==> config.mk <==
export PLATFORM = sky130hd
export DESIGN_NAME = traffic_display_top
export DESIGN_NICKNAME = d
export VERILOG_FILES = /design/src/rtl/light_pkg.sv /design/src/rtl/matrix_pkg.sv /design/src/rtl/traffic_display_top.sv /design/src/rtl/dot_matrix_scan.sv /design/src/rtl/phase_ctrl.sv /design/src/rtl/tick_gen.sv
export SDC_FILE = /design/constraint.sdc
export NUM_CORES = 1
export LEC_CHECK = 0
export BUFFER_PORTS_ARGS = -buffer_cell sky130_fd_sc_hd__buf_4
export CAP_MARGIN = 20
export CORE_ASPECT_RATIO = 0.75
export CORE_MARGIN = 2
export CORE_UTILIZATION = 58
export DETAILED_ROUTE_END_ITERATION = 16
export PLACE_DENSITY = 0.79
export REMOVE_ABC_BUFFERS = 1
export SETUP_SLACK_MARGIN = 0.02
export SYNTH_ARGS = -nofsm -noshare
export SYNTH_HDL_FRONTEND = slang
export SYNTH_SLANG_ARGS = --single-unit
==> constraint.sdc <==
create_clock -name clk -period 2 [get_ports clk]
set_input_delay 0 -clock clk [delete_from_list [all_inputs] [get_ports clk]]
set_output_delay 0 -clock clk [all_outputs]
set_load 0.03 [all_outputs]
==> src/rtl/light_pkg.sv <==
`default_nettype none

package light_pkg;

    // phase codes, stepped red -> green -> yellow -> red
    parameter logic [1:0] phase_red    = 2'd0;
    parameter logic [1:0] phase_green  = 2'd1;
    parameter logic [1:0] phase_yellow = 2'd2;

    // bit positions in the 3-bit lamp word
    parameter int lamp_red    = 0;
    parameter int lamp_yellow = 1;
    parameter int lamp_green  = 2;

    // seconds left, 0..5 shown on the matrix
    parameter int digit_w = 3;

endpackage

`default_nettype wire
==> src/rtl/matrix_pkg.sv <==
`default_nettype none

package matrix_pkg;

    parameter int mat_n = 8; // 8x8 bicolour matrix

    // colour codes, yellow lights both leds of a dot
    parameter logic [1:0] color_green  = 2'b01;
    parameter logic [1:0] color_red    = 2'b10;
    parameter logic [1:0] color_yellow = 2'b11;

    // column pattern for one row of a digit glyph
    // bitmaps are packed row 7 down to row 0, one byte per row
    function automatic logic [mat_n-1:0] glyph_row(
        input logic [light_pkg::digit_w-1:0] digit,
        input logic [$clog2(mat_n)-1:0]      row
    );
        logic [mat_n*mat_n-1:0] bmp;
        case (digit)
            3'd0:
            begin
                bmp = 64'h3c42_4242_4242_3c00;
            end
            3'd1:
            begin
                bmp = 64'h7e18_1818_3818_1800;
            end
            3'd2:
            begin
                bmp = 64'h7e60_300c_0666_3c00;
            end
            3'd3:
            begin
                bmp = 64'h3c66_061c_0666_3c00;
            end
            3'd4:
            begin
                bmp = 64'h0c0c_7e4c_2c1c_0c00;
            end
            3'd5:
            begin
                bmp = 64'h3c66_0606_7c60_7e00;
            end
            default:
            begin
                bmp = '0; // 6 and 7 not drawn
            end
        endcase
        // lowest byte is row 0, kept blank in every glyph
        return bmp[row*mat_n +: mat_n];
    endfunction

endpackage

`default_nettype wire

==> src/rtl/traffic_display_top.sv <==
`timescale 1ns/1ps
`default_nettype none

module traffic_display_top #(
    parameter int clk_per_scan = 1000,
    parameter int scan_per_sec = 1000,
    parameter int red_secs     = 6,
    parameter int green_secs   = 5,
    parameter int yellow_secs  = 3
) (
    input  logic                         clk,
    input  logic                         rst,
    input  logic                         hold,
    output logic [2:0]                   lamps,
    output logic [matrix_pkg::mat_n-1:0] row,
    output logic [matrix_pkg::mat_n-1:0] colr,
    output logic [matrix_pkg::mat_n-1:0] colg
);

    logic                          scan_tick;
    logic                          sec_tick;
    logic [light_pkg::digit_w-1:0] digit;
    logic [1:0]                    color;

    // shared time base for refresh and countdown
    tick_gen #(
        .clk_per_scan (clk_per_scan),
        .scan_per_sec (scan_per_sec)
    ) u_tick (
        .clk       (clk),
        .rst       (rst),
        .scan_tick (scan_tick),
        .sec_tick  (sec_tick)
    );

    phase_ctrl #(
        .red_secs    (red_secs),
        .green_secs  (green_secs),
        .yellow_secs (yellow_secs)
    ) u_phase (
        .clk      (clk),
        .rst      (rst),
        .sec_tick (sec_tick),
        .hold     (hold),
        .lamps    (lamps),
        .digit    (digit),
        .color    (color)
    );

    dot_matrix_scan u_scan (
        .clk       (clk),
        .rst       (rst),
        .scan_tick (scan_tick),
        .digit     (digit),
        .color     (color),
        .row       (row),
        .colr      (colr),
        .colg      (colg)
    );

endmodule

`default_nettype wire

==> src/rtl/dot_matrix_scan.sv <==
`timescale 1ns/1ps
`default_nettype none

module dot_matrix_scan (
    input  logic                           clk,
    input  logic                           rst,
    input  logic                           scan_tick,
    input  logic [light_pkg::digit_w-1:0]  digit,
    input  logic [1:0]                     color,
    output logic [matrix_pkg::mat_n-1:0]   row,
    output logic [matrix_pkg::mat_n-1:0]   colr,
    output logic [matrix_pkg::mat_n-1:0]   colg
);

    localparam int n  = matrix_pkg::mat_n;
    localparam int rw = $clog2(n);

    localparam logic [rw-1:0] last_row = rw'(n - 1);

    logic [light_pkg::digit_w-1:0] digit_q;
    logic [1:0]                    color_q;
    logic [rw-1:0]                 row_idx;
    logic [n-1:0]                  glyph;
    logic                          show_r;
    logic                          show_g;

    // latch the number and colour
    always_ff @(posedge clk or posedge rst)
    begin
        if (rst)
        begin
            digit_q <= '0;
            color_q <= '0;
        end
        else
        begin
            digit_q <= digit;
            color_q <= color;
        end
    end

    // one row per scan tick
    always_ff @(posedge clk or posedge rst)
    begin
        if (rst)
            row_idx <= '0;
        else if (scan_tick)
            row_idx <= (row_idx == last_row) ? '0 : row_idx + rw'(1);
    end

    assign glyph  = matrix_pkg::glyph_row(digit_q, row_idx);
    assign show_r = (color_q == matrix_pkg::color_red) ||
                    (color_q == matrix_pkg::color_yellow);
    assign show_g = (color_q == matrix_pkg::color_green) ||
                    (color_q == matrix_pkg::color_yellow);

    // row select and columns leave on the same edge
    always_ff @(posedge clk or posedge rst)
    begin
        if (rst)
        begin
            row  <= '1; // all rows off
            colr <= '0;
            colg <= '0;
        end
        else
        begin
            row  <= ~(n'(1) << row_idx); // active low
            colr <= show_r ? glyph : '0;
            colg <= show_g ? glyph : '0;
        end
    end

endmodule

`default_nettype wire

==> src/rtl/phase_ctrl.sv <==
`timescale 1ns/1ps
`default_nettype none

module phase_ctrl #(
    parameter int red_secs    = 6,
    parameter int green_secs  = 5,
    parameter int yellow_secs = 3
) (
    input  logic                          clk,
    input  logic                          rst,
    input  logic                          sec_tick,
    input  logic                          hold,
    output logic [2:0]                    lamps,
    output logic [light_pkg::digit_w-1:0] digit,
    output logic [1:0]                    color
);

    localparam int dw = light_pkg::digit_w;

    // count loaded on entry to each phase
    localparam logic [dw-1:0] red_last    = dw'(red_secs - 1);
    localparam logic [dw-1:0] green_last  = dw'(green_secs - 1);
    localparam logic [dw-1:0] yellow_last = dw'(yellow_secs - 1);

    logic [1:0]    phase;
    logic [1:0]    phase_nxt;
    logic [dw-1:0] cnt_nxt;

    function automatic logic [2:0] lamp_of(input logic [1:0] ph);
        logic [2:0] l;
        l = '0;
        case (ph)
            light_pkg::phase_green:  l[light_pkg::lamp_green]  = 1'b1;
            light_pkg::phase_yellow: l[light_pkg::lamp_yellow] = 1'b1;
            default:                 l[light_pkg::lamp_red]    = 1'b1;
        endcase
        return l;
    endfunction

    function automatic logic [1:0] color_of(input logic [1:0] ph);
        case (ph)
            light_pkg::phase_green:  return matrix_pkg::color_green;
            light_pkg::phase_yellow: return matrix_pkg::color_yellow;
            default:                 return matrix_pkg::color_red;
        endcase
    endfunction

    // digit doubles as the seconds-remaining counter
    always_comb
    begin
        phase_nxt = phase;
        cnt_nxt   = digit;
        if (sec_tick && !hold) // hold freezes the countdown
        begin
            if (digit != '0)
                cnt_nxt = digit - dw'(1);
            else
            begin
                case (phase)
                    light_pkg::phase_red:
                    begin
                        phase_nxt = light_pkg::phase_green;
                        cnt_nxt   = green_last;
                    end
                    light_pkg::phase_green:
                    begin
                        phase_nxt = light_pkg::phase_yellow;
                        cnt_nxt   = yellow_last;
                    end
                    default:
                    begin
                        phase_nxt = light_pkg::phase_red;
                        cnt_nxt   = red_last;
                    end
                endcase
            end
        end
    end

    always_ff @(posedge clk or posedge rst)
    begin
        if (rst)
        begin
            phase <= light_pkg::phase_red;
            digit <= red_last;
            lamps <= lamp_of(light_pkg::phase_red);
            color <= matrix_pkg::color_red;
        end
        else
        begin
            phase <= phase_nxt;
            digit <= cnt_nxt;
            lamps <= lamp_of(phase_nxt);
            color <= color_of(phase_nxt);
        end
    end

endmodule

`default_nettype wire

==> src/rtl/tick_gen.sv <==
`timescale 1ns/1ps
`default_nettype none

module tick_gen #(
    parameter int clk_per_scan = 1000,
    parameter int scan_per_sec = 1000
) (
    input  logic clk,
    input  logic rst,
    output logic scan_tick,
    output logic sec_tick
);

    localparam int scan_cw = (clk_per_scan > 1) ? $clog2(clk_per_scan) : 1;
    localparam int sec_cw  = (scan_per_sec > 1) ? $clog2(scan_per_sec) : 1;

    localparam logic [scan_cw-1:0] scan_last = scan_cw'(clk_per_scan - 1);
    localparam logic [sec_cw-1:0]  sec_last  = sec_cw'(scan_per_sec - 1);

    logic [scan_cw-1:0] scan_cnt;
    logic [sec_cw-1:0]  sec_cnt;
    logic               scan_wrap;

    assign scan_wrap = (scan_cnt == scan_last);

    // clocks within one scan period
    always_ff @(posedge clk or posedge rst)
    begin
        if (rst)
        begin
            scan_cnt  <= '0;
            scan_tick <= 1'b0;
        end
        else
        begin
            scan_tick <= scan_wrap;
            scan_cnt  <= scan_wrap ? '0 : scan_cnt + scan_cw'(1);
        end
    end

    // scan ticks within one second, pulse lines up with the scan tick
    always_ff @(posedge clk or posedge rst)
    begin
        if (rst)
        begin
            sec_cnt  <= '0;
            sec_tick <= 1'b0;
        end
        else
        begin
            sec_tick <= scan_wrap && (sec_cnt == sec_last);
            if (scan_wrap)
                sec_cnt <= (sec_cnt == sec_last) ? '0 : sec_cnt + sec_cw'(1);
        end
    end

endmodule

`default_nettype wire

# Word-level counts from Yosys, hierarchy flattened
# Cells that the tools add are included.
# W data, S select, Z words.
# totals
ff_bits	64
inputBits	3
wordCells	59
# op_classes
n_addsub	4
bitwise	1
n_shift	2
mux	15
reduce_logical	9
n_eq_ne	14
# ops
operator	count
$pmux W63 S6	1
$shiftx A64 B7 Y8	1
$add A10 B1 Y10 const B	2
$eq A10 B10 Y1 const B	2
$mux W10	2
$mux W8	2
$eq A3 B3 Y1 const B	3
$not A8 Y8	1
$pmux W2 S2	2
$shl A1 B3 Y8 const A	1
$eq A2 B1 Y1 const B	3
$eq A2 B2 Y1 const B	3
$eq A3 B2 Y1 const B	2
$mux W3	2
$pmux W3 S2	1
$mux W2	2
$add A3 B1 Y3 const B	1
$eq A3 B1 Y1 const B	1
$logic_not A3 Y1	1
$mux W1	3
$reduce_bool A3 Y1	1
$sub A3 B1 Y3 const B	1
$logic_and A1 B1 Y1	2
$logic_not A2 Y1	1
3 further kinds	4

# Logic depth before layout (Yosys ltp)
# logic_depth
depth_word	7
ltp_mapped	8

# Hierarchy
# From an unflattened synthesis, not the netlist that was laid out.
# hier_totals
hier_cells	316
hier_area_um2	3310.7
# by_module_without_submodules
mod	area_per_inst_um2	cells_each	instances
dot_matrix_scan	1695.4	170	1
tick_gen	1084.8	104	1
phase_ctrl	530.5	42	1

# Worst setup path before layout
# Ideal clock, no wire load.
# synth_timing
path_kind	flip-flop to flip-flop
start	register u_tick.scan_cnt[0]
end	register u_tick.sec_cnt[3]
stages_incl_launch_ff	7
setup_slack_ps	135
t_arrival_ps	1741
n_path_buf	1
synth_period_minus_slack_ps	1865
path_cell_list	dfrtp_1 ha_1 nand3_2 or4_1 buf_6 nor2_1 mux2_2
# synth_via
elab_chain_len	1
# synth_rtl
element	line_no	rtl
start: declaration	tick_gen.sv:20	logic [scan_cw-1:0] scan_cnt;
start signal: assignment	tick_gen.sv:37	scan_cnt <= scan_wrap ? '0 : scan_cnt + scan_cw'(1);
$eq A10 B10 Y1	tick_gen.sv:24	assign scan_wrap = (scan_cnt == scan_last);
end signal: assignment	tick_gen.sv:53	sec_cnt <= (sec_cnt == sec_last) ? '0 : sec_cnt + sec_cw'(1);
end: declaration	tick_gen.sv:21	logic [sec_cw-1:0] sec_cnt;
# No other way between the ends.
# A chain may end at the register's enable or synchronous reset.

# Worst setup path after layout
# layout_timing
start	register u_tick.scan_cnt[0]
end	register u_tick.sec_cnt[5]
# The elaborated chain is that of the path after synthesis.

==> results.md <==
- The number of gates on the worst path with buffers counted is 7.
- The netlist uses 60 different library cells.
- For this run, the slowest stage of the critical path takes 510 ps.
- The launch point of the worst reg-to-reg path is u_tick.scan_cnt[0].
- The clock tree synthesis step divided the H-tree into 3 levels.
- For this configuration, the core starts out at a cell density of 60.7%.
- The detailed-route via count is 2163.
- The detailed router finished its first iteration with 136 violations.
- The chip width is 86.9 um.
- The clock reaches the later pin of the worst-skew pair after 340 ps.
- The via count of the first global-routing pass is 1990.
- The buffer count from post-CTS setup fixing is 0.
- The total grt overflow is 0.
- The total detailed-routing wirelength is 5.31 mm.
- Of the post-synthesis cell area, the part taken by muxes is 1.76%.
- The largest net degree at the start of global routing is 39.
- The detail-routed net length per standard cell is 13.7 um.
- The antenna cell count is 0.
- By area, the combinational part of the netlist is dominated by simple AND/OR/NAND/NOR gates.
- Setup repair after global routing left no endpoint under its margin.
- The max-slew violation total from the final report is 0.
- The clock tree from TritonCTS is yes.
- The largest individual stage delay along the critical path comes from the cell or4_4.
- The area of the placeable core is 0.00493 mm2.
- After synthesis, the share of flip-flops with an asynchronous set or reset is 100%.
- The first TritonRoute pass finished after 4 iterations.
- The standard-cell row count is 22.
- The number of placed I/O pins is 30.
- The worst ir drop on vdd is 0.000564 V.
- At the end of routability-driven placement, the weighted congestion stood at 0.870.
- For this design the static power due to leakage is 1.54 nW.
- Counting along the longest clock path gives a buffer depth of 2.
- The synthesized design contains 60 register bits.
- The area fraction of the dominant cell type after synthesis is 40.2%.
- The commonest cells after synthesis are 48 x dfrtp_1, 27 x nand2_1, 23 x nor2_1, 18 x inv_1.
- In this run the worst setup path begins at u_tick.scan_cnt[0].
- The data arrival time at the worst-slack endpoint is 2090 ps.
- Summing all multi-input logic gate instances after layout gives 0.00132 mm2.
- The setup slack of the worst register-to-register path is 140 ps.
- The combined area of all synthesized cells is 0.00299 mm2.
- The first global-routing pass estimated 9.18 mm of wire.
- The max-capacitance violation count is 0.
- By instance count, the leading cell after synthesis is dfrtp_1.
- Adding up every negative setup slack in the final design gives 0 ps.
- Measured on the finished design, the core utilization comes to 70.5%.
- The ratio of routed vias to standard cells is 5.56.
- Port buffering added 25 buffers.
- The most used flip-flop cell after synthesis is dfrtp_1.
- The final number of hold-violating endpoints is 0.
- By area the synthesized netlist is led by dfrtp_1 40%, dfstp_2 11%, ha_1 5.4%, nand2_1 3.4%, nor2_1 2.9%.
- The count of synthesis-stage warnings from yosys is 0.
- In this run the worst hold path is classified as in2reg.
- The worst endpoint required time is 2220 ps.
- The worst setup path is of the reg2reg kind.
- The capture point of the worst path is u_tick.sec_cnt[5].
- The period utilization is 93.2%.
- The count of flip-flops with a built-in enable after synthesis is 0.
- The synthesized design spends more area on one cell type than any other, namely dfrtp_1.
- The HPWL after detailed placement is 3.64 mm.
- Global routing used 21.2% of the available tracks.
- Across the routed clock network, the largest skew measured is 7.31 ps.
- The floorplan step defined a die boundary enclosing 0.00575 mm2.
- After detailed routing, the number of remaining DRC violations is 0.
- The compound-gate portion of the synthesized area is 15.2%.
- In the synthesized netlist, the number of instances is 292.
- The maximum clock frequency is 536 MHz.
- The count of cells along the worst register-to-register path is 7.
- The category of the worst setup path launch point is a flop.
- The kind of capture point of the worst setup path is a flop.
- The final count of negative-setup-slack endpoints is 0.
- Power spread over the standard cell area amounts to 683 mW/mm2.
- Walking the worst path, the cells encountered are ha_4, nand3_2, or4_4, buf_4, clkinv_8, o21ai_1, a22o_1.
- The proportion of layout cells with a drive suffix above 1 is 23.7%.
- Along the worst path, the maximum fanout reaches 17.
- The growth of design area from synthesis to finish is 16.2%.
- The floorplan step set the die height to 66.2 um.
- The clock drives 60 sinks.
- The post-layout net count is 340.
- The area share of fa/ha/maj cells after synthesis is 5.44%.
- The family with the most delay on the worst path is simple AND/OR/NAND/NOR gates.
- The tree is rooted in a clkbuf_8.
- The number of buffer and inverter stages on the critical path is 2.
- The number of routed nets with antenna violations is 0.
- Summing the areas of all xor and xnor instances in the mapped netlist gives 1.76% of the synthesized area.
- After clock tree synthesis, the clock-pin slew on the worst setup and hold paths is 60 ps.
- Summing all flip-flop and latch instances after layout gives 0.00152 mm2.
- The number of clock buffers added by TritonCTS is 9.
- After synthesis, the mean cell area works out to 10.2 um2.
- The flow ran to the end, and the final reports show no timing, DRC or antenna violations.
- The synthesized netlist devotes 18.8% of its cell area to simple gates.
- Fill cells in the final layout number 372.
- The time the worst path needs with I/O delays and setup is 1860 ps.
- Of the synthesized area, sequential elements account for 50.7%.
- The initial antenna violation count is 0.
- The endpoint identified for the worst register-to-register timing path is u_tick.sec_cnt[5].
## tightest hold or removal path: stages
cell      delay (ps)
buf_4             70
nand2b_1         230
o21ai_0          130
## what timing repair did
action	in CTS	in global routing
pin swaps	0	1
resized for setup	1	4
hold endpoints to repair	14	0
endpoints found under the setup margin	1	5
hold buffers	1	0
## cells by family (layout without fill, tap and decap cells)
| kind of cell | count (synthesis) | count (layout) |
|---|---|---|
| flip-flops | 60 | 60 |
| other | 1 | 4 |
| AND/OR/NAND/NOR | 106 | 106 |
| AO/OA/AOI/OAI | 66 | 66 |
| buffers and inverters | 35 | 69 |
| multiplexers | 5 | 5 |
| XOR/XNOR | 6 | 6 |
| adder cells (fa/ha/maj) | 13 | 13 |
## area by class of cell
class	instances	share of cell area [%]
clock inverter	1	0.865
sequential	60	43.7
multi-input combinational	200	38.0
clock buffer	15	5.08
inverter	19	2.41
timing repair buffer	34	7.78
tap	60	2.16
## placed cells by master (no fill, tap or decap), drive strengths merged, types with 12 or more instances in the layout
cell	n
nor2	24
clkbuf	15
dfstp	12
dfrtp	48
ha	13
inv	18
o21ai	17
nand2	27
nand2b	13
a21oi	14
buf	33
## how the worst min path moves through the flow
stage	start	end	slack, ps	cells past startpoint
after floorplan	hold	u_phase.digit[0]	290	2
after global placement	rst	u_tick.scan_cnt[2]	50	2
after detailed placement	rst	u_tick.scan_cnt[2]	60	2
after CTS	hold	u_phase.digit[0]	60	3
after global routing	hold	u_phase.digit[0]	130	3
final	hold	u_phase.digit[0]	100	3
## where the power goes
group | switching [mW] | internal, mW
Clock | 0.437 | 0.679
Combinational | 0.0336 | 0.00813
Sequential | 0 | 1.22
## per-layer routing
layer / vias to the layer above / routed length, um / GRT usage (%)
met4: 0 / 102 / 10.7
met1: 1015 / 2670 / 29.1
li1: 1086 / - / -
met5: - / 0 / 0
met3: 9 / 236 / 6.62
met2: 53 / 2300 / 30.2
## per-stage QoR
stage / setup slack (ps) / power [mW] / instance area [um2] / hold slack (ps) / instances
2_1_floorplan: 58.0 / 1.26 / 2900 / 292 / 279
3_3_place_gp: 156 / 1.28 / 3230 / 50.4 / 372
3_5_place_dp: 32.5 / 1.28 / 3230 / 60.3 / 372
4_1_cts: 46.5 / 2.41 / 3450 / 59.3 / 389
5_1_grt: 19.5 / 2.46 / 3470 / 126 / 389
6_report: 135 / 2.37 / 3470 / 104 / 389
## state kept, by name, indices dropped and copies added (netlist names), 2 cells and up
name             flops
u_tick.scan_cnt     10
u_tick.sec_cnt      10
u_scan.row           8
u_scan.colg          6
u_scan.colr          6
u_phase.digit        3
u_phase.lamps        3
u_scan.digit_q       3
u_scan.row_idx       3
u_phase.color        2
u_phase.phase        2
u_scan.color_q       2
(Power assumes the default switching activity.)
